File: config.mk
export PLATFORM = sky130hd
export DESIGN_NAME = index_timer
export DESIGN_NICKNAME = d
export VERILOG_FILES = /design/src/fdc_mem_pkg.sv /design/src/index_timer.sv
export SDC_FILE = /design/constraint.sdc
export NUM_CORES = 1
export LEC_CHECK = 0
export BUFFER_PORTS_ARGS = -buffer_cell sky130_fd_sc_hd__buf_2
export CORE_ASPECT_RATIO = 0.75
export CORE_UTILIZATION = 55
export CTS_BUF_LIST = sky130_fd_sc_hd__clkbuf_4
export CTS_CLUSTER_DIAMETER = 120
export DETAILED_ROUTE_END_ITERATION = 7
export HOLD_SLACK_MARGIN = 0.1
export PLACE_DENSITY = 0.73
export SYNTH_ARGS = -nofsm -noshare
export SYNTH_HDL_FRONTEND = slang
export SYNTH_SLANG_ARGS = --single-unit
File: constraint.sdc
create_clock -name CLK_MASTER -period 2.6 [get_ports CLK_MASTER]
set_input_delay 0.52 -clock CLK_MASTER [delete_from_list [all_inputs] [get_ports CLK_MASTER]]
set_output_delay 0.52 -clock CLK_MASTER [all_outputs]
set_load 0.01 [all_outputs]
File: src/fdc_mem_pkg.sv
package fdc_mem_pkg;

	////////////////////////////////////////////////////////////////////////////
	// Memory and datapath widths
	////////////////////////////////////////////////////////////////////////////

	// External SRAM is 512K x 8
	localparam int SRAM_ADDR_W = 19;		// SRAM address bus width

	// Host bus, SRAM data bus and all host registers
	localparam int BYTE_W = 8;

	// Index period, counted in timer ticks
	localparam int INDEX_W = 16;			// Read back as two bytes

endpackage

File: src/index_timer.sv
module index_timer import fdc_mem_pkg::*; #(
	parameter int INDEX_TICK_CYCLES = 1000		// Clocks per period tick
) (
	input  logic               CLK_MASTER,
	input  logic               reset,
	input  logic               index_in,
	input  logic               index_hi_read,
	output logic [INDEX_W-1:0] period,
	output logic [BYTE_W-1:0]  period_low,
	output logic               new_measure
);

	localparam int TICK_W = $clog2(INDEX_TICK_CYCLES + 1);

	logic [2:0]         idx_sync;			// Two sync flops and edge history
	logic               idx_edge;
	logic [TICK_W-1:0]  tick_cnt;
	logic               tick;
	logic [INDEX_W-1:0] count;			// Ticks since the last index

	assign idx_edge = idx_sync[1] & ~idx_sync[2];
	assign tick     = (tick_cnt == TICK_W'(INDEX_TICK_CYCLES - 1));

	always_ff @(posedge CLK_MASTER) begin
		if (reset) begin
			idx_sync    <= '0;
			tick_cnt    <= '0;
			count       <= '0;
			period      <= '0;
			period_low  <= '0;
			new_measure <= 1'b0;
		end else begin
			idx_sync <= {idx_sync[1:0], index_in};
			tick_cnt <= tick ? '0 : tick_cnt + 1'b1;
			if (idx_edge) begin
				period <= count;		// One revolution measured
				count  <= '0;
			end else if (tick) begin
				count <= count + 1'b1;
			end
			// Low byte frozen so a HI then LO read pair is coherent
			if (index_hi_read)
				period_low <= period[7:0];
			if (index_hi_read)
				new_measure <= 1'b0;		// Read wins over a new edge
			else if (idx_edge)
				new_measure <= 1'b1;
		end
	end

endmodule

Word level (Yosys, flattened, before mapping) --
Cells that the tools add are included.
Cells by class: add/subtract/negate cells 2, equality and inequality tests 1, bitwise logic cells 2, reductions and logical operators 3
Operator list (number):
- adder 16 x 1 -> 16 bit, second input constant | 1
- adder 10 x 1 -> 10 bit, second input constant | 1
- == test 10 bit, second input constant | 1
- OR reduction 2 bit | 3
- AND 1 bit | 1
- inverter 1 bit | 1
Storage, ports and cells: register bits after elaboration 54, bits of input ports 4, word-level logic and storage cells 14

Logic depth before layout (Yosys ltp) --
depth in word-level cells 3, depth in mapped cells 6, gate-level depth less buffers 5

Worst setup path after synthesis --
OpenSTA, ideal clock, no wires.
kind register -> register, from register tick_cnt[2], to register count[13], data arrival time 1991 ps, data required time 2529 ps, slack 538 ps, cell stages (with the launch flop) 6, buffers on the path 1, clock period less this slack 2062 ps, cells stage by stage dfxtp_1 or3b_4 or4_1 buf_2 or4_1 a21oi_1
On the way: word-level cells in the longest chain between the ends 1
Ends and longest elaborated chain:
- from (decl) | RTL line index_timer.sv:17 | logic [TICK_W-1:0] tick_cnt;
- from (signal assigned) | RTL line index_timer.sv:34 | tick_cnt <= tick ? '0 : tick_cnt + 1'b1;
- == test 10 bit | RTL line index_timer.sv:22 | assign tick = (tick_cnt == TICK_W'(INDEX_TICK_CYCLES - 1));
- to (signal assigned) | RTL line index_timer.sv:39 | count <= count + 1'b1;
- to (decl) | RTL line index_timer.sv:19 | logic [INDEX_W-1:0] count;
No other way between the ends. A chain may end at the register's enable or synchronous reset.

Worst setup path after layout --
from register tick_cnt[0], to register count[13]
The elaborated chain is that of the path after synthesis.

==> impl_metrics.ini <==
[outcome]
status = finished, final reports clean

[cells_and_area]
multi_input_area_mm2 = 0.001011
utilization_pct = 65.13
seqCellArea_mm2 = 0.001081
nets = 278
fill_cells = 306
drive_gt1_share_pct = 15.07
syn_to_final_growth_pct = 12.03
final_area_mm2 = 0.002400
diodes = 0

[clock_tree]
cts-htree-levels = 2
clock_sinks = 54
cts_max_path_buffers = 2
cts_hold_buf = 0
clk_latency_ns = 0.38
clockRootBuffer = clkbuf_4
cts_tree = yes
cts_resized = 0
cts_buffers = 5
clk_pin_slew_ns = 0.14
cts_setup_buffers = 0

[flow_run]
drv_cap = 0

[power]
p_int_mw = 1.048
p_total_mw = 1.336
p_sw_share_pct = 21.53
vdd_drop_max_v = 0.0004398
p_leak_nw = 0.8683
p_per_area_mw_per_mm2 = 556.7
p_sw_mw = 0.2876
seq_power_share_pct = 62.8
p_comb_share_pct = 3.3
pwr-share-clk_pct = 33.9

[sta]
clock_skew_ns = 0.02051
slew_headroom_pct = 55.54
hold_viol_final = 0
fin_crit_sh_pct = 85.48
setup_viol = 0
setup_ws_ns = 0.3775
rsz0062_at_grt = no
timing.setup.tns_ns = 0
fmax_ghz = 0.4499
worst_pin_slew_ns = 0.6633
fin_crit_ns = 2.223
finalMaxSlewViolations = 0

[setup_path]
required_ns = 2.91
max_stage_delay_ns = 0.67
critPathSlowestCell = or4_1
cp.depth = 5
critPathKind = flip-flop to flip-flop
cpMostUsedCell = or4_1
endpoint_kind = flip-flop
crit_path_max_fanout = 8
reg2reg_depth = 5
timing.critical_path.buf_inv = 0
arrival_ns = 2.53
worst_setup_path_start_kind = flip-flop
critPathTopFamily = simple AND/OR/NAND/NOR gates
crit_chain = ha_1 > nand3_1 > or4_1 > or4_1 > a21oi_1

[global_route]
grt-ovfl-total = 0
grt_use_total_pct = 20.78
met2_usage_pct = 27.01
grt_use_met1_pct = 31.95
antenna_found_initial = 0
grt.busiest_layer = met1
grt.met3_usage_pct = 4.891
grt_max_degree = 39
grt_pass1_vias = 1419
grt_pass1_wl_um = 6555

[logic_synthesis]
yosysTopAreaCellShare_pct = 50.47
netlist_instances = 246
ys_types = 32
synth_edf_count = 0
yosysWarnings = 0
yosysMostFrequentCell = dfxtp_1
avgSynthCellArea_um2 = 8.708
netlist_area_mm2 = 0.002142
yosysSeqAreaShare_pct = 50.47
synth_seq_cells = 54
syn_nets = 252
ys_top_cells_by_count = dfxtp_1 (54), nand2_1 (46), a21oi_1 (28), nor2_1 (17)
ys_top_cells_by_area = dfxtp_1 (50%), nand2_1 (8.1%), a21oi_1 (6.5%)
synthArstFlopShare_pct = 0
ys_dominant_reg_cell = dfxtp_1
yosysTopAreaCell = dfxtp_1

[routing]
wire_per_inst_um = 11.95
route.final.wire_length_um = 3873
drt_iter0_drc = 70
firstDrtPassIters = 4
ant_nets = 0
viasPerCell = 5.287
num_vias = 1713
post-route-drc-count = 0

[placed_design]
place_congestion = 0.8161
port_buffers = 28
place_area_mm2 = 0.002323
pre_cts_slack_ns = 0.4036
dpl.hpwl_um = 2692

[min_path]
min_path_cells = 2
hold_path.class = input pin to flip-flop

[floorplanning]
dieArea_mm2 = 0.004151
start_util_pct = 58.13
fp-row-count = 19
die_x_um = 74.06
dieHeight_um = 56.05
core_area_mm2 = 0.003685
io_pins = 29
## final timing paths
kind                          startpoint                      to  slack [ns]
hold / removal                  index_in  idx_sync[0]$_SDFF_PP0_        0.36
hold reg to reg   idx_sync[0]$_SDFF_PP0_  idx_sync[1]$_SDFF_PP0_        0.45
setup reg to reg  tick_cnt[0]$_SDFF_PP0_  count[13]$_SDFFE_PP0N_        0.38
setup / recovery  tick_cnt[0]$_SDFF_PP0_  count[13]$_SDFFE_PP0N_        0.38
## through the flow
| step | hold WS (ns) | std cells |
|---|---|---|
| 2_1_floorplan | 0.4138 | 246 |
| 3_3_place_gp | 0.4157 | 317 |
| 3_5_place_dp | 0.4322 | 317 |
| 4_1_cts | 0.3431 | 324 |
| 5_1_grt | 0.3630 | 324 |
| 6_report | 0.3629 | 324 |
## cells by family (layout without fill, tap and decap cells)
family                   count (synthesis)  after routing  synth area share [%]
AO/OA/AOI/OAI                           39             39                 9.755
XOR/XNOR                                12             12                 4.907
adder cells (fa/ha/maj)                  2              2                 1.168
buffers and inverters                   13             39                 2.336
flip-flops                              54             54                 50.47
multiplexers                             8              8                 3.738
AND/OR/NAND/NOR                        118            118                 27.63
## final cells by class
cell class | count | share of cell area [%]
multi-input cells | 179 | 42.13
flip-flops and latches | 54 | 45.05
clock inverters | 2 | 1.616
inverters | 1 | 0.1564
well taps | 52 | 2.711
clock buffers | 5 | 1.564
repair buffers | 31 | 6.778
## state kept, by name, summed over array words and instances (netlist names)
signal	cells
count	16
idx_sync	3
new_measure	1
period	16
period_low	8
tick_cnt	10
## power groups by stage
stage	Combinational [mW]	Clock [mW]	Sequential (mW)
after floorplan	0.0348	0	0.856
after global placement	0.0446	0	0.856
after detailed placement	0.0444	0	0.857
after CTS	0.0444	0.463	0.839
after global routing	0.0498	0.496	0.840
final	0.0440	0.453	0.839
## per-layer routing
metal  wire, um  part of all wire (%)
met1       2143                    55
met2       1475                    38
met4         71                   1.8
met3        183                   4.7
met5          0                     0
## cell usage in the layout (no fill, tap or decap), drive strengths merged, types with 2 or more instances in the layout
cell | Yosys | final
o21ai | 6 | 6
mux2i | 8 | 8
xnor2 | 8 | 8
ha | 2 | 2
or3 | 5 | 5
nor2 | 17 | 17
and4 | 2 | 2
clkbuf | 10 | 5
dfxtp | 54 | 54
and3 | 2 | 2
nand2b | 2 | 2
xor2 | 4 | 4
a21oi | 28 | 28
or4 | 6 | 6
nor2b | 4 | 4
nand2 | 46 | 46
nand4 | 4 | 4
nor3 | 11 | 11
nor3b | 2 | 2
o31ai | 4 | 4
buf | 2 | 31
nor4 | 3 | 3
nand3 | 9 | 9
No activity file was read; power rests on OpenSTA's default activity.
