## src/fdc_mem_pkg.sv

```systemverilog
package fdc_mem_pkg;

	////////////////////////////////////////////////////////////////////////////
	// Memory and datapath widths
	////////////////////////////////////////////////////////////////////////////

	// External SRAM is 512K x 8
	localparam int SRAM_ADDR_W = 19;		// SRAM address bus width

	// Host bus, SRAM data bus and all host registers
	localparam int BYTE_W = 8;

	// Index period, counted in timer ticks
	localparam int INDEX_W = 16;			// Read back as two bytes

endpackage

```

## src/sram_writer.sv

```systemverilog
module sram_writer import fdc_mem_pkg::*; #(
	parameter int FIFO_DEPTH = 16		// Power of two
) (
	input  logic              CLK_MASTER,
	input  logic              reset,
	input  logic              push,
	input  logic [BYTE_W-1:0] push_data,
	output logic [BYTE_W-1:0] wr_data,		// Driven onto SRAM_DQ while OE is off
	output logic              we_n,
	output logic              oe_n,
	output logic              addr_inc,
	output logic              busy
);

	localparam int PTR_W = $clog2(FIFO_DEPTH);

	// Write cycle states
	localparam logic [2:0] S_IDLE      = 3'd0;	// SRAM outputs on, waiting for data
	localparam logic [2:0] S_OE_OFF    = 3'd1;	// Release the bus, pop a byte
	localparam logic [2:0] S_WRITE     = 3'd2;	// WE low
	localparam logic [2:0] S_WRITE_END = 3'd3;
	localparam logic [2:0] S_INC_ADDR  = 3'd4;

	logic [BYTE_W-1:0] fifo_mem [FIFO_DEPTH];
	logic [PTR_W-1:0]  wr_ptr;
	logic [PTR_W-1:0]  rd_ptr;
	logic [PTR_W:0]    count;
	logic              full;
	logic              empty;
	logic              do_push;
	logic              do_pop;
	logic [2:0]        state;

	assign full    = (count == (PTR_W+1)'(FIFO_DEPTH));
	assign empty   = (count == '0);
	assign do_push = push && !full;			// Dropped when full
	assign do_pop  = (state == S_IDLE) && !empty;
	assign busy    = !empty || (state != S_IDLE);

	always_ff @(posedge CLK_MASTER) begin
		if (do_push)
			fifo_mem[wr_ptr] <= push_data;
		if (do_pop)
			wr_data <= fifo_mem[rd_ptr];		// Valid from OE-off onwards
	end

	always_ff @(posedge CLK_MASTER) begin
		if (reset) begin
			wr_ptr <= '0;
			rd_ptr <= '0;
			count  <= '0;
		end else begin
			if (do_push)
				wr_ptr <= wr_ptr + 1'b1;
			if (do_pop)
				rd_ptr <= rd_ptr + 1'b1;
			count <= count + (PTR_W+1)'(do_push) - (PTR_W+1)'(do_pop);
		end
	end

	////////////////////////////////////////////////////////////////////////////
	// Write state machine, five cycles per byte
	////////////////////////////////////////////////////////////////////////////

	always_ff @(posedge CLK_MASTER) begin
		if (reset) begin
			state    <= S_IDLE;
			we_n     <= 1'b1;
			oe_n     <= 1'b0;				// SRAM drives DQ for host reads
			addr_inc <= 1'b0;
		end else begin
			case (state)
				S_IDLE: begin
					if (do_pop) begin
						oe_n  <= 1'b1;
						state <= S_OE_OFF;
					end
				end
				S_OE_OFF: begin
					we_n  <= 1'b0;			// Data already on the bus
					state <= S_WRITE;
				end
				S_WRITE: begin
					we_n  <= 1'b1;			// Rising WE commits the byte
					state <= S_WRITE_END;
				end
				S_WRITE_END: begin
					addr_inc <= 1'b1;
					state    <= S_INC_ADDR;
				end
				S_INC_ADDR: begin
					addr_inc <= 1'b0;
					oe_n     <= 1'b0;
					state    <= S_IDLE;
				end
				default: state <= S_IDLE;
			endcase
		end
	end

	// Bus released a cycle before WE falls, so no contention
	assert property (@(posedge CLK_MASTER) disable iff (reset)
		!we_n |-> oe_n && $past(oe_n));

	// A write cycle only starts with a byte in the FIFO
	assert property (@(posedge CLK_MASTER) disable iff (reset)
		(state == S_OE_OFF) |-> $past(count) != '0);

endmodule

```

## config.mk

```make
export PLATFORM = sky130hd
export DESIGN_NAME = sram_writer
export DESIGN_NICKNAME = d
export VERILOG_FILES = /design/src/fdc_mem_pkg.sv /design/src/sram_writer.sv
export SDC_FILE = /design/constraint.sdc
export NUM_CORES = 1
export LEC_CHECK = 0
export BUFFER_PORTS_ARGS = -buffer_cell sky130_fd_sc_hd__buf_2
export CORE_MARGIN = 5
export CORE_UTILIZATION = 50
export DETAILED_ROUTE_END_ITERATION = 8
export PLACE_DENSITY = 0.78
export SLEW_MARGIN = 20
export SYNTH_ARGS = -nofsm -noshare
export SYNTH_HDL_FRONTEND = slang
export SYNTH_SLANG_ARGS = --single-unit
```

## constraint.sdc

```tcl
create_clock -name CLK_MASTER -period 3.6 [get_ports CLK_MASTER]
set_clock_uncertainty 0.2 [all_clocks]
set_input_delay 0.18 -clock CLK_MASTER [delete_from_list [all_inputs] [get_ports CLK_MASTER]]
set_output_delay 0.18 -clock CLK_MASTER [all_outputs]
set_load 0.005 [all_outputs]
```

# Word level (Yosys, flattened, before mapping)

Memory sizes are Yosys's and may differ from the RTL's. A register that Yosys moved wholly into a read port is not among the register bits.
Cells that the tools add are included.

Equal/unequal tests: 6
Reduce and logical (&&, ||, !) cells: 12
Mux-type cells: 8
$add $sub $neg: 4

Operators by type and width:

| operator                                       | count |
|---|---|
| one-hot mux 3 bit (4 select lines)             | 1 |
| adder 4 x 1 -> 4 bit (second input constant)   | 2 |
| == test 3 x 2 -> 1 bit (second input constant) | 2 |
| one-hot mux 1 bit (2 select lines)             | 3 |
| nonzero test 2 bit                             | 3 |
| adder 5 x 1 -> 5 bit                           | 1 |
| == test 5 bit (second input constant)          | 1 |
| zero test 5 bit                                | 1 |
| subtractor 5 x 1 -> 5 bit                      | 1 |
| == test 3 x 1 -> 1 bit (second input constant) | 1 |
| == test 3 bit (second input constant)          | 1 |
| zero test 3 bit                                | 1 |
| two-way mux 1 bit                              | 3 |
| two-way mux 3 bit                              | 1 |
| nonzero test 3 bit                             | 1 |
| logical AND 1 bit                              | 2 |
| zero test 1 bit                                | 2 |
| != test 2 bit (second input constant)          | 1 |
| AND reduction 2 bit                            | 1 |
| logical OR 1 bit                               | 1 |

Flip-flop bits (word level): 19
RAM bits: 128
Memories kept: 1
Output and inout bits: 12

Memories:

| name     | words | bits a word | read ports | clocked after memory_dff | wr ports | RTL line          | source |
|---|---|---|---|---|---|---|---|
| fifo_mem | 16    | 8           | 1          | 1                        | 1        | sram_writer.sv:24 | `logic [BYTE_W-1:0] fifo_mem [FIFO_DEPTH];` |

# Logic depth before layout (Yosys ltp)

Depth in word-level cells: 5
Depth in mapped cells: 15
Depth with buffers taken out: 14

# Least setup slack after synthesis

Ideal clock, no wire load.

Kind: register to register
From: reg count[3]
To: reg count[4]
Clock period less this slack: 2.955 ns
Stages on the path, launching flop included: 16
Arrival time: 2.625 ns
Path buffers: 1
Path slack: 0.645 ns
Data required time: 3.269 ns
Cells stage by stage: dfxtp_1 inv_1 ha_1 or4b_1 clkbuf_1 nand2_1 inv_1 ha_1 inv_1 ha_1 inv_1 fa_1 nor2b_1 o21bai_1 a21oi_1 nor3b_1

Elaborated cells on any way between the ends: 8
Those cells by class: add/sub: 2; eq/ne: 1; reduce/logical: 5

RTL lines:

| what                      | RTL line          | source |
|---|---|---|
| start: declaration        | sram_writer.sv:27 | `logic [PTR_W:0] count;` |
| start signal: assignment  | sram_writer.sv:57 | `count <= count + (PTR_W+1)'(do_push) - (PTR_W+1)'(do_pop);` |
| zero test 5 bit           | sram_writer.sv:35 | `assign empty = (count == '0);` |
| zero test 1 bit           | sram_writer.sv:37 | `assign do_pop = (state == S_IDLE) && !empty;` |
| logical AND 1 bit         | sram_writer.sv:37 |  |
| via do_pop                | sram_writer.sv:31 | `logic do_pop;` |
| subtractor 5 x 1 -> 5 bit | sram_writer.sv:57 |  |

The timed path passes the listed nets, and every way through them passes these cells.
A chain may end at the register's enable or synchronous reset.

# Final worst setup path

From: reg count[2]
To: reg count[4]

The elaborated chain is that of the path after synthesis.

==> impl_results.md <==
- R2R setup slack: 370 ps
- Yosys warnings: 0
- Detailed placement HPWL: 7.159 mm
- Crit path largest cell delay: between 500 and 600 ps
- Cell type with the largest total area after synthesis: edfxtp_1
- Synth area leaders: edfxtp_1 (66%), mux4_2 (7.3%), dfxtp_1 (6.1%)
- I/O pin total: 23
- Syn_nets: 364
- Critical-path cell list: inv_1 -> ha_1 -> or4b_1 -> nand2_1 -> inv_1 -> ha_1 -> inv_1 -> ha_1 -> inv_1 -> fa_1 -> nor2b_1 -> o21bai_1 -> a21oi_1 -> nor3b_1
- Crit path max fanout: 9
- 1st-iter DRT viols: 360
- Total GRT Usage: 17.34%
- Capture point of the worst reg-to-reg path: count[4]$_SDFF_PP0_
- Initial Utilization: roughly half
- Clk_lat worst skew: about 420 ps
- Synth Register Bits: 155
- Die H: 121.3 um
- Top_reg_cell synth: edfxtp_1
- Most common cell in the synthesized netlist: edfxtp_1
- DP Area: roughly 6400 um2
- DR DRC count: 0
- Crit start category: flip-flop
- Reg2Reg Depth: 14
- R2R Path Start: count[2]$_SDFF_PP0_
- Unique cell type count in the Yosys netlist: 38
- Setup TNS: 0 ps
- Post-synthesis async set-or-reset flop share: 0%
- Syn Inst Count: 341
- Crit path buf inv count: 4
- Final core occ: 59.45%
- Worst slew pin tran: between 800 and 900 ps
- Mapped cell area: between 6000 and 7000 um2
- Crit Path Class: reg2reg
- # fillers: 856
- Wire length per cell: ~21 um
- Inserted Clock Buffers: 17
- Multi-input logic area: 1548 um2
- Slew HR: around two fifths
- Global placer's final weighted congestion: between 0.8 and 0.9
- Clk sinks: about 160
- DIE AREA: 14710 um2
- Mapped Avg Cell Area: ~18 um2
- Total power draw: roughly 5.2 mW
- Max Cap Viol: 0
- Final setup vio count: 0
- Slew Viols, Final: 0
- Total global routing overflow: 0
- Post-route ant nets: 0
- Core Rows: 40
- TritonCTS clock tree: yes
- I/O Buffers: 22
- Delay-heaviest family, CP: adder cells
- Core footprint: approximately 12000 um2
- Synth top cells by count: edfxtp_1 (136), nor2_1 (23), mux4_2 (20)
- Post-synth EDFFs: ~140
- CP arrival: about 3300 ps
- First-pass GRT wire length: 18.62 mm
- Seq/Total Area, Yosys: a little over 70%
- Smallest hold slack: 333.9 ps
- Clk root buf: clkbuf_16
- Crit end category: flip-flop
- Achievable Freq: between 0.3 and 0.4 GHz
- Hold path startpoint: wr_ptr[1]$_SDFFE_PP0P_
- CP required: about 3700 ps
- Most common cell on crit path: inv_1
- Slowest-stage cell, CP: or4b_1
- Sequential cell area: approximately 4500 um2
- Tcrit/Tclk final: between 80% and 90%
- Via count: about 3200
- Synth-to-Final Area Change: 15.80%
- Via density: between 5 and 6
- Status: complete, no violations
- DRT Pass-1 Iters: 5
- Worst Hold Depth: 2
- Leak pwr: ~2.4 nW
- Vias in the first global route: ~3300
- DRT Wirelength: approximately 12 mm
- Clk pin slew, worst setup/hold paths: about 60 ps
- Min Tclk post-route: 3233 ps
- Worst Hold Class: reg2reg
- H-tree levels: 4
- Initial antenna violation count: 0
- Worst Hold End: wr_ptr[1]$_SDFFE_PP0P_
- Setup bufs post-CTS: 0
- Synth top area share: between 60% and 70%
- Worst IR Drop VDD: 373.9 uV
- PwrDens: ~720 nW/um2
- Fin area: 7171 um2
- Die W: ~120 um
- Layout cells sized above 1: approximately 20%
- Final Hold Fails: 0
- # nets final: approximately 400
- Largest net degree at the start of global routing: 36
- Max clock buf depth: 2
- RSZ-0062 raised after global routing: false
worst max-delay path by stage:
stage | start | cells after the start | to
2_1_floorplan | count[3]$_SDFF_PP0_ | 15 | count[4]$_SDFF_PP0_
3_3_place_gp | count[2]$_SDFF_PP0_ | 14 | count[4]$_SDFF_PP0_
3_5_place_dp | count[2]$_SDFF_PP0_ | 14 | count[4]$_SDFF_PP0_
4_1_cts | count[2]$_SDFF_PP0_ | 14 | count[4]$_SDFF_PP0_
5_1_grt | count[2]$_SDFF_PP0_ | 14 | count[4]$_SDFF_PP0_
6_report | count[2]$_SDFF_PP0_ | 14 | count[4]$_SDFF_PP0_
power by group:
group	switching (mW)	internal, mW
logic	0.549	0.530
clock network	0.693	1.16
registers	0.110	2.15
what timing repair did:
action / in CTS / in global routing
hold buffers: 11 / 0
resized for setup: 0 / 0
hold endpoints to repair: 142 / 0
endpoints found under the setup margin: 0 / 0
layout by cell type, fill, tap and decap left out, types with 2 or more instances in the layout:
cell,n
nor2_1,23
and2_1,2
clkinvlp_4,2
o21ai_0,2
a22oi_1,16
a21oi_1,8
xor2_1,6
edfxtp_1,136
inv_6,3
ha_1,11
nand3_1,6
nand2_1,17
mux4_2,20
clkinv_1,3
inv_1,12
buf_2,22
buf_4,5
dfxtp_1,18
clkbuf_16,17
mux4_1,12
nand2b_1,3
nor2b_1,4
bufinv_16,4
nor3_1,7
and3_1,2
xnor2_1,3
dlygate4sd3_1,11
per-layer routing:
layer	vias to the layer above	track usage [%]	wire length, um
met1	1597	22.40	4872
met2	127	27.39	5818
met5	-	0	0
li1	1421	-	-
met4	0	8.403	308
met3	28	4.522	716
state kept, by name (all words and copies together) (netlist names):
signal,count
state,3
oe_n,1
count,5
we_n,1
addr_inc,1
wr_data,8
rd_ptr,4
wr_ptr,4
fifo_mem,128
metrics by stage:
step                      setup slack, ps  cells
after floorplan                     644.9    341
after detailed placement            388.3    517
after global placement              492.3    517
after global routing                31.54    560
final                               366.7    561
after CTS                           362.3    560
tightest hold or removal path, delay by kind of cell (launching register included):
kind             cells  cell delay [ps]
AND/OR/NAND/NOR      1               70
flip-flops           1              350
AO/OA/AOI/OAI        1               60
logic make-up after synthesis:
logic type,synth area share [%]
flops,72.10
simple gates,5.577
buf+inv,2.909
mux,12.37
compound gates,3.233
fa+ha+maj,2.546
xor+xnor,1.273
cell type report:
type	instances	share of cell area [%]
clock inverters	14	2.687
clock buffers	18	5.985
multi-input cells	154	21.58
repair buffers	39	3.874
flip-flops and latches	155	62.28
well taps	168	2.931
diodes	1	0.03490
inverters	12	0.6282
Power figures use the tool's default switching activity.
