==> src/fdc_mem_pkg.sv <==
package fdc_mem_pkg;

	////////////////////////////////////////////////////////////////////////////
	// Memory and datapath widths
	////////////////////////////////////////////////////////////////////////////

	// External SRAM is 512K x 8
	localparam int SRAM_ADDR_W = 19;		// SRAM address bus width

	// Host bus, SRAM data bus and all host registers
	localparam int BYTE_W = 8;

	// Index period, counted in timer ticks
	localparam int INDEX_W = 16;			// Read back as two bytes

endpackage

==> src/sram_addr_counter.sv <==
module sram_addr_counter import fdc_mem_pkg::*; (
	input  logic                   CLK_MASTER,
	input  logic                   reset,
	input  logic                   load_low,
	input  logic                   load_high,
	input  logic                   load_upper,
	input  logic [BYTE_W-1:0]      load_data,
	input  logic                   addr_inc,		// From the write machine
	input  logic                   rd_done,		// From a host SRAM read
	output logic [SRAM_ADDR_W-1:0] addr
);

	logic inc_req;

	assign inc_req = addr_inc || rd_done;		// Both at once count as one

	always_ff @(posedge CLK_MASTER) begin
		if (reset)
			addr <= '0;
		else if (load_low)						// Loads beat increments
			addr[7:0] <= load_data;
		else if (load_high)
			addr[15:8] <= load_data;
		else if (load_upper)
			addr[SRAM_ADDR_W-1:16] <= load_data[SRAM_ADDR_W-17:0];	// 3 bits only
		else if (inc_req)
			addr <= addr + 1'b1;				// Wraps at the top of SRAM
	end

	// No increment rides along with a load, bytes outside the load hold
	assert property (@(posedge CLK_MASTER) disable iff (reset)
		(load_high || load_upper) |=> addr[7:0] == $past(addr[7:0]));

	assert property (@(posedge CLK_MASTER) disable iff (reset)
		load_low |=> addr[SRAM_ADDR_W-1:8] == $past(addr[SRAM_ADDR_W-1:8]));

endmodule

==> config.mk <==
export PLATFORM = sky130hd
export DESIGN_NAME = sram_addr_counter
export DESIGN_NICKNAME = d
export VERILOG_FILES = /design/src/fdc_mem_pkg.sv /design/src/sram_addr_counter.sv
export SDC_FILE = /design/constraint.sdc
export NUM_CORES = 1
export LEC_CHECK = 0
export ABC_AREA = 1
export BUFFER_PORTS_ARGS = -buffer_cell sky130_fd_sc_hd__buf_2
export CORE_ASPECT_RATIO = 0.75
export CORE_MARGIN = 5
export CORE_UTILIZATION = 52
export CTS_CLUSTER_SIZE = 20
export DETAILED_ROUTE_END_ITERATION = 10
export GPL_TIMING_DRIVEN = 0
export MAX_ROUTING_LAYER = met4
export PLACE_DENSITY_LB_ADDON = 0.1
export SYNTH_ARGS = -nofsm -noshare
export SYNTH_HDL_FRONTEND = slang
export SYNTH_SLANG_ARGS = --single-unit
==> constraint.sdc <==
create_clock -name CLK_MASTER -period 1.65 [get_ports CLK_MASTER]
set_input_delay 0.0825 -clock CLK_MASTER [delete_from_list [all_inputs] [get_ports CLK_MASTER]]
set_output_delay 0.0825 -clock CLK_MASTER [all_outputs]
set_load 0.01 [all_outputs]
Word-level counts from Yosys, hierarchy flattened --
Index checks and enable logic that the tools add are counted.
Storage, ports and cells: word-level logic and storage cells 22, output and inout bits 19, input bits 15, register bits 19
Cells by class: add/sub/neg operators 1, equal/unequal tests 3, multiplexer cells 6, reduce and logical (&&, ||, !) cells 7, bitwise gates (word level) 2
Operator list (number):
- $mux W8 | 3
- $add A19 B1 Y19 const B | 1
- $mux W19 | 1
- $mux W16 | 1
- $reduce_and A3 Y1 | 3
- $ne A2 B2 Y1 const B | 3
- $reduce_bool A2 Y1 | 3
- $mux W3 | 1
- $not A1 Y1 | 2
- $logic_or A1 B1 Y1 | 1

Logic depth before layout (Yosys ltp) --
Gate-level depths: netlist (run 1).
depth after elaboration 5, mapped depth 10, depth with buffers taken out 10

Least setup slack after synthesis (run 1) --
No wires, ideal clock.
path kind reg-to-reg, start reg addr[0], end reg addr[12], library setup time 0.067 ns, period minus slack after synthesis 1.416 ns, buffers on the path 0, data required time 1.583 ns, arrival time 1.348 ns, cell stages (with the launch flop) 10, slack 0.234 ns, path through dfxtp_1 > ha_1 > nand2_1 > nor2_1 > nand2_2 > nor2_2 > nand2_1 > o21ai_1 > nand2_1 > a21oi_2
Between the ends: word-level cells in the longest chain between the ends 4
RTL lines:
- start, declared | RTL line sram_addr_counter.sv:10 | output logic [SRAM_ADDR_W-1:0] addr
- start signal, assigned | RTL line sram_addr_counter.sv:21 | addr[7:0] <= load_data;
- start signal, assigned by index | RTL line sram_addr_counter.sv:25 | addr[SRAM_ADDR_W-1:16] <= load_data[SRAM_ADDR_W-17:0];
- start signal, assigned | RTL line sram_addr_counter.sv:27 | addr <= addr + 1'b1;
- $add A19 B1 Y19 | RTL line sram_addr_counter.sv:27
- $mux W19 | RTL line sram_addr_counter.sv:26 | else if (inc_req)
- $mux W16 | RTL line sram_addr_counter.sv:24 | else if (load_upper)
- $mux W8 | RTL line sram_addr_counter.sv:22 | else if (load_high)
Every way passes these cells. The select of a mux whose other input is x is not followed. A chain may end at the register's enable or synchronous reset.

Worst setup path in the final report (run 1) --
Same ends and word-level chain as after synthesis.

==> results of run 1 <==
[per-layer routing]
layer | global-route usage | part of all wire | up-vias
li1 | - | - | 780
met1 | 0.3232 | 0.51 | 615
met2 | 0.2956 | 0.40 | 50
met3 | 0.04883 | 0.087 | 4
met4 | 0.05387 | 0.0082 | 0
met5 | - | 0 | -
[stage by stage]
step	instances	worst slack [ps]	hold slack, ps	cell area [um^2]	util
floorplan	217	234.5	151.9	1300	-
global placement	283	94.77	316.9	1503	0.6405
detailed placement	283	103.8	318.6	1503	0.6405
CTS	288	65.14	40.85	1539	0.6560
global route	288	16.52	37.89	1541	0.6571
finish	288	121.5	49.37	1541	0.6571
[report_power, final]
group	internal, W	total (W)	switching (W)
Clock	0.0000942	0.000241	0.000147
Combinational	0.0000791	0.000197	0.000118
Sequential	0.000486	0.000522	0.0000367
[kinds of logic after synthesis]
group                      count (synthesis)  synth area share
DFF                                       19            0.2926
AOI/OAI and AO/OA                         42            0.1877
buffers and inverters                     25           0.07700
xor gates and xnor gates                   3           0.02022
adders and majority gates                  1          0.009623
and+or+nand+nor                          127            0.4129
[cell type report]
| type | count | area [um^2] | share of cell area |
|---|---|---|---|
| Clock buffer | 4 | 26.28 | 0.01705 |
| Inverter | 21 | 78.83 | 0.05114 |
| Buffer | 4 | 21.27 | 0.01380 |
| Tap cell | 34 | 42.54 | 0.02760 |
| Timing Repair Buffer | 33 | 170.2 | 0.1104 |
| Sequential cell | 19 | 382.9 | 0.2484 |
| Multi-Input combinational cell | 173 | 819.5 | 0.5317 |
[synthesized netlist by cell type (2+ instances only)]
cell      n
dfxtp_1  19
nand2_1  65
nor2_1   33
buf_2     2
o21ai_1   3
a22oi_1   3
inv_2     2
nand3_1  13
inv_1    19
a21oi_2   2
nand4_1   2
nor2_2    6
o21ai_0  11
or2_2     2
a21oi_1  15
nand2_2   2
xor2_1    3
a31oi_1   3
[worst max-delay path: stages (launching register included)]
cell and delay [ps]:
dfxtp_2 400, ha_1 200, nand2_1 80, nor2_1 130
nand2_2 100, nor2_2 170, nand2_1 70, o21ai_1 120
nand2_1 80, a21oi_2 110
[worst paths after layout]
kind	slack, ps	endpoint	depth (start not counted)
setup / recovery	120	addr[12]$_SDFFE_PP0P_	9
hold / removal	50	addr[6]$_SDFFE_PP0P_	3
setup reg to reg	120	addr[12]$_SDFFE_PP0P_	9
hold reg to reg	500	addr[18]$_SDFFE_PP0P_	2
[what timing repair did]
| item | 4_1_cts | 5_1_grt |
|---|---|---|
| endpoints found under the setup margin | 0 | 5 |
| resized for setup | 0 | 2 |
| endpoints found under the hold margin | 3 | 0 |
| hold buffers | 1 | 0 |
==> reports/qor.yml, run 1 <==
grt_max_degree: 11
crit_path_start_kind: "register"
cts_setup_buffers: 0
ys_ff_latch: 19
synthArstFlopShare: 0
clockBufferDepth: 2
max_flop_register: "addr"
startpoint: "addr[0]$_SDFFE_PP0P_"
place_hpwl_um: 2818
crit_type: "register to register"
io_pins: 34
synthFlopType: "dfxtp_1"
min_period_ps: 1529
antenna_cells: 0
htree_levels: 1
antenna_found_initial: 0
grt_pass1_vias: 1260
die_h_um: 53.30
ys_seq_area_frac: 0.2926
post-synth-top-area-fraction: 0.2926
syn_nets: 233
final_common_cell: "nand2_1"
total_power_w: 0.0009601
r2r_start: "addr[0]$_SDFFE_PP0P_"
power_density_mw_per_mm2: 622.8
hp-class: "input pin to register"
ant_nets: 0
dieArea_mm2: 0.003610
grt-ovfl-total: 0
hold_viol: 0
nNetsFinal: 271
via_per_inst: 5.031
largest_register_ff_count: 19
cts_tree: "done"
grtUsageTotal: 0.2194
rows: 15
final.setup.tns_ps: 0
core_area_mm2: 0.002346
clk_pin_slew_ps: 110
endpoint_kind: "register"
clk_latency_ps: 300
tightest_slew_ps: 670.2
syn_avg_cell_area_um2: 5.991
ir_drop_v: 0.0004179
fin_crit_sh: 0.9264
rsz0062_at_grt: "no"
final_cell_mix: "nand2_1, buf_2, nor2_1"
drc_errors: 0
numCtsBuffers: 3
cts_root_buffer: "clkbuf_4"
critPathMaxFanout: 6
synth_cells: 217
synth_area_mm2: 0.001300
globalplace.congestion: 0.9637
die_width_um: 67.74
drv_cap: 0
drive_above_1_share: 0.2165
setup_viol: 0
fmax_mhz: 654.2
routed_wl_um: 3536
synthTopCellsByArea: "dfxtp_1, nand2_1, nor2_1, a21oi_1, inv_1"
outcome: "finished, final reports clean"
portBuffers: 32
clock-sinks: 19
crit_arrival_ps: 1770
synthToLayoutAreaGrowth_pct: 18.58
drv_slew: 0
fill_cells: 248
yosysTopAreaCell: "dfxtp_1"
worstHoldStart: "load_data[6]"
synth_cell_types: 30
top_regs: "addr x19"
cp.required_ps: 1890
via_count: 1449
first_iter_violations: 159
wire_per_inst_um: 12.28
synth_edf_count: 0
initial_utilization: 0.5541
grt_pass1_wl_um: 5782
first_pass_iters: 4
leakage_nw: 0.6615
finalClockSkew_ps: 1.835
max_slew_margin: 0.5494
yosys_warnings: 0
Power figures use the tool's default switching activity.
==> inputs of run 2 (changes only) <==
--- a/config.mk
+++ b/config.mk
@@ -7,14 +7,14 @@
 export LEC_CHECK = 0
 export ABC_AREA = 1
 export BUFFER_PORTS_ARGS = -buffer_cell sky130_fd_sc_hd__buf_2
-export CORE_ASPECT_RATIO = 0.75
+export CORE_ASPECT_RATIO = 0.7
 export CORE_MARGIN = 5
 export CORE_UTILIZATION = 52
 export CTS_CLUSTER_SIZE = 20
 export DETAILED_ROUTE_END_ITERATION = 10
 export GPL_TIMING_DRIVEN = 0
 export MAX_ROUTING_LAYER = met4
-export PLACE_DENSITY_LB_ADDON = 0.1
+export PLACE_DENSITY = 0.86
 export SYNTH_ARGS = -nofsm -noshare
 export SYNTH_HDL_FRONTEND = slang
 export SYNTH_SLANG_ARGS = --single-unit
==> run 2 against run 1 <==
- combinational power about the same
- flip-flop and latch count did not move
- cell area up 0.16%
- die area up 0.16%
- total power decreased by 0.46%
- fmax increased by 3.2%
- clock-buffer cell count unchanged
- sequential power is essentially flat
- clock power about the same
- global-route usage decreased by 1.8 points
- hold slack worse by 2.9 ps
- critical endpoint unchanged
==> reports/qor.yml, run 2 (synthesized netlist as in run 1, its figures left out) <==
cp_top_family: "simple AND/OR/NAND/NOR gates"
outcome: "finished, final reports clean"
worst_r2r_endpoint: "addr[12]$_SDFFE_PP0P_"
drv_cap: 0  # unchanged
min_period_ps: 1481  # -47.57 ps
drive_above_1_share: 0.2165  # unchanged
whs_endpoint: "addr[6]$_SDFFE_PP0P_"
place_hpwl_um: 2729  # -3.2%
cp.buffers_inverters: 0  # unchanged
crit_slowest_cell: "dfxtp_4"
largest_register_ff_count: 19  # unchanged
final_cell_mix: "nand2_1, buf_2, nor2_1"
first_pass_iters: 4  # unchanged
globalplace.congestion: 0.9668  # +0.32%
via_per_inst: 5.208  # +3.5%
r2r_start: "addr[0]$_SDFFE_PP0P_"
final_cells: 288  # unchanged
core_area_mm2: 0.002421  # +3.2%
crit_arrival_ps: 1720  # -50 ps
clock-sinks: 19  # unchanged
tightest_slew_ps: 670.4  # +0.1186 ps
drv_slew: 0  # unchanged
antenna_found_initial: 0  # unchanged
numCtsBuffers: 3  # unchanged
initial_utilization: 0.5370  # -0.01718
cts_root_buffer: "clkbuf_4"
max_flop_register: "addr"
routed_wl_um: 3396  # -4.0%
max_slew_margin: 0.5493  # about the same
leakage_nw: 0.6618  # about the same
final_common_cell: "nand2_1"
via_count: 1500  # +3.5%
portBuffers: 32  # unchanged
clk_latency_ps: 310  # about the same
wire_per_inst_um: 11.79  # -4.0%
power_density_mw_per_mm2: 619.0  # -0.62%
rsz0062_at_grt: "no"
crit_path_start_kind: "register"
grt-ovfl-total: 0  # unchanged
htree_levels: 1  # unchanged
rows: 15  # unchanged
r2r_slack_ps: 170  # +50 ps
hp-class: "input pin to register"
ant_nets: 0  # unchanged
grt_pass1_wl_um: 5692  # -1.6%
critPathMaxFanout: 6  # unchanged
die_width_um: 69.76  # +3.0%
grtUsageTotal: 0.2013  # -0.01808
die_h_um: 51.84  # -2.7%
crit_type: "register to register"
top_regs: "addr x19"
clk_pin_slew_ps: 100  # about the same
fin_crit_sh: 0.8975  # -0.02883
hold_depth: 3  # unchanged
crit_chain: "ha_1 -> nand2_1 -> nor2_1 -> nand2_2 -> nor2_2 -> nand2_1 -> o21ai_1 -> nand2_1 -> a21oi_2"
setup_viol: 0  # unchanged
drc_errors: 0  # unchanged
hold_viol: 0  # unchanged
grt_pass1_vias: 1234  # -2.1%
fmax_mhz: 675.2  # +3.2%
antenna_cells: 0  # unchanged
first_iter_violations: 107  # -33%
io_pins: 34  # unchanged
worstHoldStart: "load_data[6]"
ir_drop_v: 0.0003009  # -28%
fill_cells: 244  # -1.6%
grt_max_degree: 11  # unchanged
final.setup.tns_ps: 0  # unchanged
total_power_w: 0.0009556  # -0.46%
post-place-cells: 283  # unchanged
nNetsFinal: 271  # unchanged
cts_tree: "done"
slowest_delay_ps: 390  # about the same
dieArea_mm2: 0.003616  # +0.16%
synthToLayoutAreaGrowth_pct: 18.77
startpoint: "addr[0]$_SDFFE_PP0P_"
clockBufferDepth: 2  # unchanged
cp.required_ps: 1890  # about the same
reg2reg_depth: 9  # unchanged
critPathMostFrequentCell: "nand2_1"
finalClockSkew_ps: 3.156  # +1.320 ps
endpoint_kind: "register"
## run 2: area by class of cell
cell class | count | area, um^2 | area share
plain buffers | 4 | 21.27 | 0.01378
multi-input cells | 173 | 819.5 | 0.5308
well taps | 34 | 42.54 | 0.02755
flip-flops and latches | 19 | 385.4 | 0.2496
inverters | 21 | 78.83 | 0.05105
clock buffers | 4 | 26.28 | 0.01702
repair buffers | 33 | 170.2 | 0.1102
## run 2: per-layer routing
metal	global-route usage	vias up	part of all wire
met4	0.04777	0	0.0088
met1	0.2849	656	0.50
li1	-	782	-
met5	-	-	0
met3	0.04247	4	0.083
met2	0.2931	58	0.41
## run 2: worst max-delay path by stage
stage | end | slack [ps] | depth (start not counted)
finish | addr[12]$_SDFFE_PP0P_ | 170 | 9
global route | addr[10]$_SDFFE_PP0P_ | 20 | 9
CTS | addr[12]$_SDFFE_PP0P_ | 90 | 9
detailed placement | addr[12]$_SDFFE_PP0P_ | 120 | 9
global placement | addr[12]$_SDFFE_PP0P_ | 130 | 9
floorplan | addr[12]$_SDFFE_PP0P_ | 230 | 9
## run 2: stage by stage
step                hold slack, ps    util  setup WS (ps)  instance area, um^2
floorplan                    151.9       -          234.5                 1300
global placement             326.4  0.6207          126.1                 1503
detailed placement           326.3  0.6207          121.4                 1503
CTS                          38.81  0.6357          85.13                 1539
global route                 32.36  0.6377          22.24                 1544
finish                       46.45  0.6377          169.1                 1544
## run 2: worst min-delay path, stage by stage
cell and delay, ps:
buf_2 110, nand2_1 50, a31oi_1 70
## run 2: power by group
| group | switching, W | internal [W] |
|---|---|---|
| Sequential | 0.0000364 | 0.000485 |
| Clock | 0.000146 | 0.0000945 |
| Combinational | 0.000115 | 0.0000790 |
| Total | 0.000297 | 0.000658 |
## run 2: timing repair
action	CTS	global route
setup buffers	0	0
endpoints found under the setup margin	0	6
hold buffers	1	0
resized for setup	0	3
hold endpoints to repair	3	0
