[src/fdc_mem_pkg.sv]
package fdc_mem_pkg;

	////////////////////////////////////////////////////////////////////////////
	// Memory and datapath widths
	////////////////////////////////////////////////////////////////////////////

	// External SRAM is 512K x 8
	localparam int SRAM_ADDR_W = 19;		// SRAM address bus width

	// Host bus, SRAM data bus and all host registers
	localparam int BYTE_W = 8;

	// Index period, counted in timer ticks
	localparam int INDEX_W = 16;			// Read back as two bytes

endpackage

[src/head_stepper.sv]
module head_stepper import fdc_mem_pkg::*; #(
	parameter int STEP_TICK_CYCLES = 25000		// Clocks per step tick
) (
	input  logic              CLK_MASTER,
	input  logic              reset,
	input  logic [BYTE_W-1:0] step_rate,		// Ticks per step, minus one
	input  logic              step_cmd,
	input  logic [BYTE_W-1:0] step_byte,		// Direction and count
	input  logic              track0_n,
	output logic              step_n,
	output logic              dir,				// High is outward
	output logic              stepping
);

	localparam int TICK_W = $clog2(STEP_TICK_CYCLES + 1);

	logic [TICK_W-1:0] tick_cnt;
	logic              tick;
	logic [BYTE_W-1:0] rate_cnt;
	logic              slot;				// Step opportunity
	logic [6:0]        remaining;
	logic [1:0]        trk0_sync;			// Drive line is asynchronous

	assign tick = (tick_cnt == TICK_W'(STEP_TICK_CYCLES - 1));
	assign slot = tick && (rate_cnt >= step_rate);

	// Tick divider and step-rate divider, free running
	always_ff @(posedge CLK_MASTER) begin
		if (reset) begin
			tick_cnt  <= '0;
			rate_cnt  <= '0;
			trk0_sync <= 2'b11;
		end else begin
			trk0_sync <= {trk0_sync[0], track0_n};
			tick_cnt  <= tick ? '0 : tick_cnt + 1'b1;
			if (slot)
				rate_cnt <= '0;
			else if (tick)
				rate_cnt <= rate_cnt + 1'b1;
		end
	end

	////////////////////////////////////////////////////////////////////////////
	// Step pulse sequencer
	////////////////////////////////////////////////////////////////////////////

	always_ff @(posedge CLK_MASTER) begin
		if (reset) begin
			step_n    <= 1'b1;
			dir       <= 1'b1;
			stepping  <= 1'b0;
			remaining <= '0;
		end else if (!stepping) begin
			if (step_cmd && (step_byte[6:0] != '0)) begin	// Busy commands are ignored
				stepping  <= 1'b1;
				remaining <= step_byte[6:0];
				dir       <= ~step_byte[7];		// Inward drives DIR low
			end
		end else if (tick && !step_n) begin
			step_n <= 1'b1;					// Pulse lasts one tick
		end else if (slot) begin
			if ((remaining == '0) || (dir && !trk0_sync[1])) begin
				stepping  <= 1'b0;			// Done, or parked on track 0
				remaining <= '0;
			end else begin
				step_n    <= 1'b0;
				remaining <= remaining - 1'b1;
			end
		end
	end

endmodule

[config.mk]
export PLATFORM = sky130hd
export DESIGN_NAME = head_stepper
export DESIGN_NICKNAME = d
export VERILOG_FILES = /design/src/fdc_mem_pkg.sv /design/src/head_stepper.sv
export SDC_FILE = /design/constraint.sdc
export NUM_CORES = 1
export LEC_CHECK = 0
export BUFFER_PORTS_ARGS = -buffer_cell sky130_fd_sc_hd__buf_2
export CAP_MARGIN = 15
export CORE_MARGIN = 4
export CORE_UTILIZATION = 40
export CTS_CLUSTER_DIAMETER = 50
export DETAILED_ROUTE_END_ITERATION = 8
export GPL_TIMING_DRIVEN = 0
export HOLD_SLACK_MARGIN = 0.05
export PLACE_DENSITY_LB_ADDON = 0.3
export RECOVER_POWER = 100
export SETUP_SLACK_MARGIN = 0.5
export SLEW_MARGIN = 20
export SYNTH_ARGS = -nofsm -noshare
export SYNTH_HDL_FRONTEND = slang
export SYNTH_SLANG_ARGS = --single-unit
export TNS_END_PERCENT = 5
[constraint.sdc]
create_clock -name CLK_MASTER -period 2.15 [get_ports CLK_MASTER]
set_input_delay 0.215 -clock CLK_MASTER [delete_from_list [all_inputs] [get_ports CLK_MASTER]]
set_output_delay 0.215 -clock CLK_MASTER [all_outputs]
set_load 0.02 [all_outputs]
Yosys cells after proc, flatten, opt, wreduce, memory -nomap -nowiden --
Index checks and enable logic that the tools add are counted.
Operators by class: muxes and demuxes 13, bitwise operators 2, reduce and logical (&&, ||, !) cells 16, equal/unequal tests 4, magnitude comparators 1, $add $sub $neg 3
Operator list (count):
- $mux 7 | 5
- $add 15x1->15 const B | 1
- $eq 15x15->1 const B | 1
- $add 8x1->8 const B | 1
- $ge 8x8->1 | 1
- $mux 1 | 8
- $logic_not 7->1 | 1
- $reduce_bool 7->1 | 1
- $sub 7x1->7 const B | 1
- $reduce_and 3->1 | 2
- $logic_and 1x1->1 | 4
- $ne 2x2->1 const B | 2
- $reduce_bool 2->1 | 2
- $reduce_or 2->1 | 2
- $logic_not 1->1 | 2
- $ne 2x1->1 const B | 1
- $not 1->1 | 2
- $reduce_and 2->1 | 1
- $logic_or 1x1->1 | 1
Storage, ports and cells: output and inout bits 3, input bits 20, register bits 35, logic and storage cells 46

Longest topological paths before layout --
Gate-level depths: netlist of run 1.
word-level depth 7, mapped depth 8, mapped depth without buffers 8

Worst setup path after synthesis of run 1 --
No wires, ideal clock.
path type reg-to-reg, from register tick_cnt[10], to register remaining[2], arrival time 1855 ps, data required time 2015 ps, cell stages (with the launch flop) 7, setup slack 160 ps, setup time 135 ps, path buffers 0, period minus slack after synthesis 1990 ps, cell sequence dfxtp_1 or4_4 nor4_4 nand3_2 o21a_4 o21ai_0 a21oi_1
Between the ends: cells in the longest elaborated chain, start to end 4, elaborated cells between the ends (all ways) 6, classes of those cells 3 x eq/ne; 3 x reduce/logical
Ends and longest elaborated chain:
- start: declaration | line head_stepper.sv:17 | logic [TICK_W-1:0] tick_cnt;
- start signal: assignment | line head_stepper.sv:35 | tick_cnt <= tick ? '0 : tick_cnt + 1'b1;
- $eq 15x15->1 * | line head_stepper.sv:24 | assign tick = (tick_cnt == TICK_W'(STEP_TICK_CYCLES - 1));
- $logic_and 1x1->1, on equally long branches | line head_stepper.sv:59, head_stepper.sv:25
- $ne 2x2->1 (no source line) or $ne 2x1->1 (tied branches)
- $reduce_and 3->1 (no source line) *
- end signal: assignment | line head_stepper.sv:56 | remaining <= step_byte[6:0];
- end signal: assignment | line head_stepper.sv:67 | remaining <= remaining - 1'b1;
- end: declaration | line head_stepper.sv:21 | logic [6:0] remaining;
Every way passes the cells marked *; elsewhere a longest branch is shown, timed or not. A chain may end at the register's enable or synchronous reset.

Final worst setup path of run 1 --
from register tick_cnt[10], to register remaining[0]
The elaborated chain is that of the path after synthesis.

==> results.py, run 1 <==
metrics = {
    "synthesis": {
        "synth_mux_area_frac": 0.005348,
        "synth_top_family_by_area": "simple AND/OR/NAND/NOR gates",
        "syn_area_sq_um": 1872,
        "synth_cell_types": 44,
        "synth_nets": 254,
        "synthSimpleGateAreaFrac": 0.2687,
        "synthCells": 223,
        "synth.top_cell.area_share": 0.3743,
        "synth_compound_area_frac": 0.1457,
        "synth-edff-count": 0,
        "synth_flop_cell": "dfxtp_1",
        "ys_ff_latch": 35,
        "ys_seq_area_frac": 0.3743,
        "synthAdderAreaFrac": 0.07353,
        "ys_warn_count": 0,
        "async_flop_share": 0,
        "yosysTopAreaCell": "dfxtp_1",
        "syn_area_per_cell_sq_um": 8.394,
        "ys_top_cells_by_area": "dfxtp_1 37%, ha_1 7.4%, nor2_1 7.0%, xnor2_1 4.2%, xor2_1 4.2%",
        "ys_top_cells_by_count": "35 x dfxtp_1, 35 x nor2_1, 19 x inv_1",
        "synth_xor_area_frac": 0.08422,
    },
    "timing": {
        "slew_violations": 0,
        "fmax_mhz": 517.5,
        "fin_tns_setup_ps": 0,
        "fin_crit_sh": 0.8987,
        "clock_skew_ps": 8.827,
        "rsz0062_at_grt": "yes",
        "final-setup-viol-count": 0,
        "holdWs_ps": 123.2,
        "hold_viol_final": 0,
        "period_minus_slack_ps": 1932,
        "slew_headroom": 0.4948,
        "worst_pin_slew_ps": 749.7,
    },
    "final_layout": {
        "fin_cells": 318,
        "nNetsFinal": 296,
        "n_antenna_cell": 0,
        "syn_to_final_growth_pct": 24.60,
        "drive_above_1_share": 0.2293,
    },
    "power_and_ir_drop": {
        "internal_power_w": 0.001210,
        "p_sw_w": 0.0003534,
        "seqPwrFrac": 0.438,
        "p_sw_frac": 0.2261,
        "pwr-share-comb": 0.117,
        "powerDensity_nw_per_um2": 670.2,
        "vdd_drop_max_mv": 0.6497,
        "clockPowerShare": 0.445,
        "total_power_w": 0.001563,
        "p_leak_nw": 0.9512,
    },
    "cts": {
        "clk_latency_ps": 290,
        "clk_path_buf_depth": 2,
        "cts_sinks": 35,
        "cts_buffers": 5,
        "cts_root_buf": "clkbuf_8",
        "cts_max_level": 2,
        "cts_tree": "done",
        "path_clk_slew_ps": 70,
    },
    "critical_path": {
        "reg2reg_slack_ps": 220,
        "crit_type": "flop to flop",
        "worstPathRequired_ps": 2300,
        "r2r-end": "remaining[0]",
        "arrival_ps": 2080,
        "worstSetupEndpointType": "flop",
        "startpoint_type": "flop",
        "rr_worst_depth": 7,
        "startpoint": "tick_cnt[10]",
        "regToRegStartpoint": "tick_cnt[10]",
        "cp-endpoint": "remaining[0]",
        "cp_max_fo": 4,
    },
    "die": {
        "core.rowCount": 24,
        "dieWidth_microns": 76.41,
        "initial_utilization": 0.4212,
        "core_sq_um": 4444,
        "io_pins": 23,
        "die_y_microns": 76.41,
        "dieArea_sq_um": 5838,
    },
    "grt": {
        "overflow": 0,
        "grt_max_degree": 12,
        "first_global_vias": 1481,
        "antenna_found_initial": 0,
        "grt_pass1_wl_microns": 6486,
        "grt_use_total": 0.1359,
    },
    "detailed_routing": {
        "vias": 1632,
        "drc_errors": 0,
        "drt-total-wl_microns": 3830,
        "drt_iter0_drc": 55,
        "vias_per_cell": 5.132,
        "drt_pass1_iterations": 4,
        "routedWlPerCell_microns": 12.04,
        "drtAntennaViolNets": 0,
    },
    "hold_path": {
        "hold_class": "input port to flop",
    },
    "placement": {
        "dp_hpwl_microns": 2678,
        "port_buffers": 22,
        "finalWeightedCongestion": 0.8759,
        "post-place-cells": 297,
    },
    "status": {
        "outcome": "finished clean",
    },
    "job": {
        "max_cap_violations": 0,
    },
}
## critical path: stages (launching register included)
cell,delay [ps]
dfxtp_4,340
or4_1,540
nor4_4,190
buf_4,180
nand3_4,90
o21a_1,260
nor2_1,140
a211oi_2,50
## cell usage in the layout (no fill, tap or decap), types with 2 or more instances in the layout
master     netlist  routed
o22ai_1          4       4
inv_1           19      19
nor4_1           2       2
clkbuf_8         0       5
clkbuf_1         2       7
nand4_1          4       4
dfxtp_2          0       2
a21oi_1         13      11
dfxtp_1         35      31
or4_1            1       2
nor3_1           5       5
o21ai_2          1       2
o21ai_1          0       3
buf_4            1      12
and3_1           3       3
nor2_1          35      34
nand2_1         18      18
a211oi_2         2       2
xor2_1           9       9
nand4b_1         3       3
dfxtp_4          0       2
nand2b_1         2       2
buf_2            0      18
ha_1            11      10
nand3_1          6       6
a21oi_2          0       2
nor2b_1          3       3
o21ai_0         11       7
xnor2_1          9       9
bufinv_16        0       2
or2_2            3       3
## final cells by class
cell class / count / area (sq um)
inverter: 19 / 71.32
tap: 52 / 65.06
clock buffer: 6 / 72.57
sequential: 35 / 710.7
fill: 432 / 2112
timing repair buffer: 34 / 207.7
multi-input combinational: 166 / 1126
buffer: 4 / 18.77
clock inverter: 2 / 60.06
## cell families after synthesis
| kind of cell | Yosys count |
|---|---|
| AO/OA/AOI/OAI | 40 |
| buffers and inverters | 23 |
| XOR/XNOR | 18 |
| multiplexers | 1 |
| adder cells (fa/ha/maj) | 11 |
| AND/OR/NAND/NOR | 95 |
| flip-flops | 35 |
## power groups by stage
stage / sequential (W) / clock (W) / combinational [W]
finish: 0.000685 / 0.000695 / 0.000183
global route: 0.000687 / 0.000752 / 0.000206
CTS: 0.000686 / 0.000721 / 0.000173
detailed placement: 0.000700 / 0 / 0.000162
global placement: 0.000699 / 0 / 0.000161
floorplan: 0.000700 / 0 / 0.000113
## how the worst min path moves through the flow
stage	from	endpoint	slack, ps	cells past startpoint
final	track0_n	trk0_sync[0]	120	2
after global routing	track0_n	trk0_sync[0]	120	2
after CTS	track0_n	trk0_sync[0]	110	2
after detailed placement	trk0_sync[0]	trk0_sync[1]	400	1
after global placement	trk0_sync[0]	trk0_sync[1]	400	1
after floorplan	track0_n	trk0_sync[0]	320	1
## per-stage QoR
step / setup WS (ps) / utilization / area, sq um
floorplan: 160.3 / - / 1872
global route: 102.1 / 0.5248 / 2332
global placement: -30.48 / 0.4606 / 2047
CTS: 179.0 / 0.5186 / 2305
finish: 217.8 / 0.5248 / 2332
detailed placement: -60.27 / 0.4606 / 2047
## repair_timing
item / CTS / global route
gates cloned: 1 / 0
hold buffers: 0 / 0
setup buffers: 10 / 2
pin swaps: 7 / 8
endpoints found under the setup margin: 32 / 33
resized for setup: 15 / 6
## sequential cells by signal, indices dropped and copies added, names as in the netlist
name and count:
dir 1, rate_cnt 8, remaining 7, step_n 1, stepping 1, tick_cnt 15, trk0_sync 2
## routing by layer
layer / GRT usage / wire (microns) / up-vias
met4: 0.05978 / 63 / 0
li1: - / - / 849
met2: 0.2091 / 1777 / 24
met5: 0 / 0 / -
met1: 0.1703 / 1821 / 753
met3: 0.04846 / 168 / 6
No activity file was read; power rests on OpenSTA's default activity.
==> run 2, diff against run 1 <==
--- a/config.mk
+++ b/config.mk
@@ -9,11 +9,12 @@
 export CAP_MARGIN = 15
 export CORE_MARGIN = 4
 export CORE_UTILIZATION = 40
-export CTS_CLUSTER_DIAMETER = 50
+export CTS_CLUSTER_DIAMETER = 80
 export DETAILED_ROUTE_END_ITERATION = 8
 export GPL_TIMING_DRIVEN = 0
 export HOLD_SLACK_MARGIN = 0.05
-export PLACE_DENSITY_LB_ADDON = 0.3
+export MAX_ROUTING_LAYER = met4
+export PLACE_DENSITY_LB_ADDON = 0.15
 export RECOVER_POWER = 100
 export SETUP_SLACK_MARGIN = 0.5
 export SLEW_MARGIN = 20
==> run 2 against run 1 <==
Net effect:
- design area shrank 3.4%
- clock power down 36%
- setup slack better by 11 ps
- die area unchanged
- sequential power is essentially flat
- non-clock buffer count decreased by 5
- via count shrank 2.3%
- final cell count is 1.6% lower
- global-route usage grew 0.37 points
- first-iteration DRC count increased by 9.1%
- largest power group is now registers
==> results.py, run 2 (same netlist as run 1, synthesis figures left out) <==
metrics = {
    "timing": {
        "hold_viol_final": 0,
        "slew_headroom": 0.5029,
        "slew_violations": 0,
        "fin_crit_sh": 0.8937,
        "worst_pin_slew_ps": 737.6,
        "period_minus_slack_ps": 1922,
        "clock_skew_ps": 4.666,
        "setup_ws_ps": 228.5,
        "fmax_mhz": 520.4,
        "final-setup-viol-count": 0,
        "holdWs_ps": 138.7,
        "rsz0062_at_grt": "yes",
    },
    "grt": {
        "antenna_found_initial": 0,
        "first_global_vias": 1484,
        "grt_pass1_wl_microns": 6499,
        "grt_use_total": 0.1397,
        "overflow": 0,
        "grt_max_degree": 11,
    },
    "critical_path": {
        "cp_max_fo": 8,
        "crit_type": "flop to flop",
        "arrival_ps": 2070,
        "worstPathRequired_ps": 2300,
        "startpoint_type": "flop",
        "worstSetupEndpointType": "flop",
        "reg2reg_slack_ps": 230,
    },
    "final_layout": {
        "n_antenna_cell": 0,
        "largest_reg_flops": 15,
        "syn_to_final_growth_pct": 20.32,
        "final_common_cell": "nor2_1",
        "largest_registers": "tick_cnt x15, rate_cnt x8, remaining x7",
        "drive_above_1_share": 0.2146,
        "final_cell_mix": "35 x nor2_1, 32 x dfxtp_1, 19 x inv_1, 18 x nand2_1, 18 x buf_2",
        "top_register": "tick_cnt",
        "nNetsFinal": 291,
    },
    "cts": {
        "path_clk_slew_ps": 70,
        "cts_buffers": 5,
        "cts_tree": "done",
        "cts_sinks": 35,
        "holdBufCountCts": 0,
        "cts_max_level": 2,
        "clk_latency_ps": 280,
        "clk_path_buf_depth": 2,
        "cts_root_buf": "clkbuf_8",
    },
    "die": {
        "core.rowCount": 24,
        "dieArea_sq_um": 5838,
        "core_sq_um": 4444,
        "dieWidth_microns": 76.41,
        "io_pins": 23,
        "die_y_microns": 76.41,
        "initial_utilization": 0.4212,
    },
    "placement": {
        "port_buffers": 22,
        "dp_hpwl_microns": 2721,
        "pre_cts_ws_ps": -72.39,
        "finalWeightedCongestion": 0.8378,
    },
    "status": {
        "outcome": "finished clean",
    },
    "power_and_ir_drop": {
        "total_power_w": 0.001319,
        "vdd_drop_max_mv": 0.3077,
        "p_leak_nw": 0.9033,
        "powerDensity_nw_per_um2": 585.5,
    },
    "detailed_routing": {
        "drt_pass1_iterations": 4,
        "drt-total-wl_microns": 3815,
        "routedWlPerCell_microns": 12.19,
        "drtAntennaViolNets": 0,
        "vias": 1595,
        "drt_iter0_drc": 60,
        "vias_per_cell": 5.096,
        "drc_errors": 0,
    },
    "job": {
        "max_cap_violations": 0,
    },
    "hold_path": {
        "hold_class": "input port to flop",
    },
}
[run 2: cell count changes in the layout (fill, tap and decap cells not counted), sizes merged]
cell | previous run | this run
clkbuf | 12 | 13
buf | 32 | 27
bufinv | 2 | 0
clkinv | 0 | 1
[run 2: area by class of cell]
| cell class | count | area [sq um] |
|---|---|---|
| Buffer | 4 | 18.77 |
| Clock buffer | 7 | 76.32 |
| Clock inverter | 1 | 5.005 |
| Fill cell | 466 | 2192 |
| Inverter | 19 | 71.32 |
| Multi-Input combinational cell | 166 | 1135 |
| Sequential cell | 35 | 706.9 |
| Tap cell | 52 | 65.06 |
| Timing Repair Buffer | 29 | 173.9 |
[run 2: layer usage]
| metal | up-vias | track usage | part of all wire |
|---|---|---|---|
| li1 | 843 | - | - |
| met1 | 723 | 0.1643 | 0.47 |
| met2 | 22 | 0.2258 | 0.47 |
| met3 | 7 | 0.03546 | 0.041 |
| met4 | 0 | 0.05978 | 0.018 |
| met5 | - | - | 0 |
[run 2: path summary, 6_finish.rpt]
path / start / endpoint / cells after the start
worst min register to register: trk0_sync[0] / trk0_sync[1] / 1
worst max-delay path: tick_cnt[12] / remaining[2] / 7
worst max register to register: tick_cnt[12] / remaining[2] / 7
worst min-delay path: track0_n / trk0_sync[0] / 2
[run 2: metrics by stage]
| step | cell area, sq um | util | setup TNS, ps | cells |
|---|---|---|---|---|
| after floorplan | 1872 | - | 0 | 223 |
| after global placement | 2047 | 0.4606 | -718.5 | 297 |
| after detailed placement | 2047 | 0.4606 | -853.7 | 297 |
| after CTS | 2222 | 0.5000 | 0 | 312 |
| after global routing | 2252 | 0.5068 | 0 | 313 |
| final | 2252 | 0.5068 | 0 | 313 |
[run 2: timing repair]
action,4_1_cts,5_1_grt
pin swaps,7,4
gates resized for setup,16,11
buffers inserted,6,1
gates cloned,1,0
setup endpoints to repair,32,33
[run 2: critical path, cell delays in order (launching register included)]
cell,delay [ps]
dfxtp_1,310
or4_1,560
nor4_4,160
buf_6,180
nand3_4,100
o21a_4,240
o21ai_0,150
a21oi_1,80
[run 2: power by group]
group	internal, W	leakage (nW)	switching (W)
Sequential	0.000668	0.287	0.0000206
Combinational	0.0000816	0.574	0.000103
Clock	0.000227	0.0422	0.000219
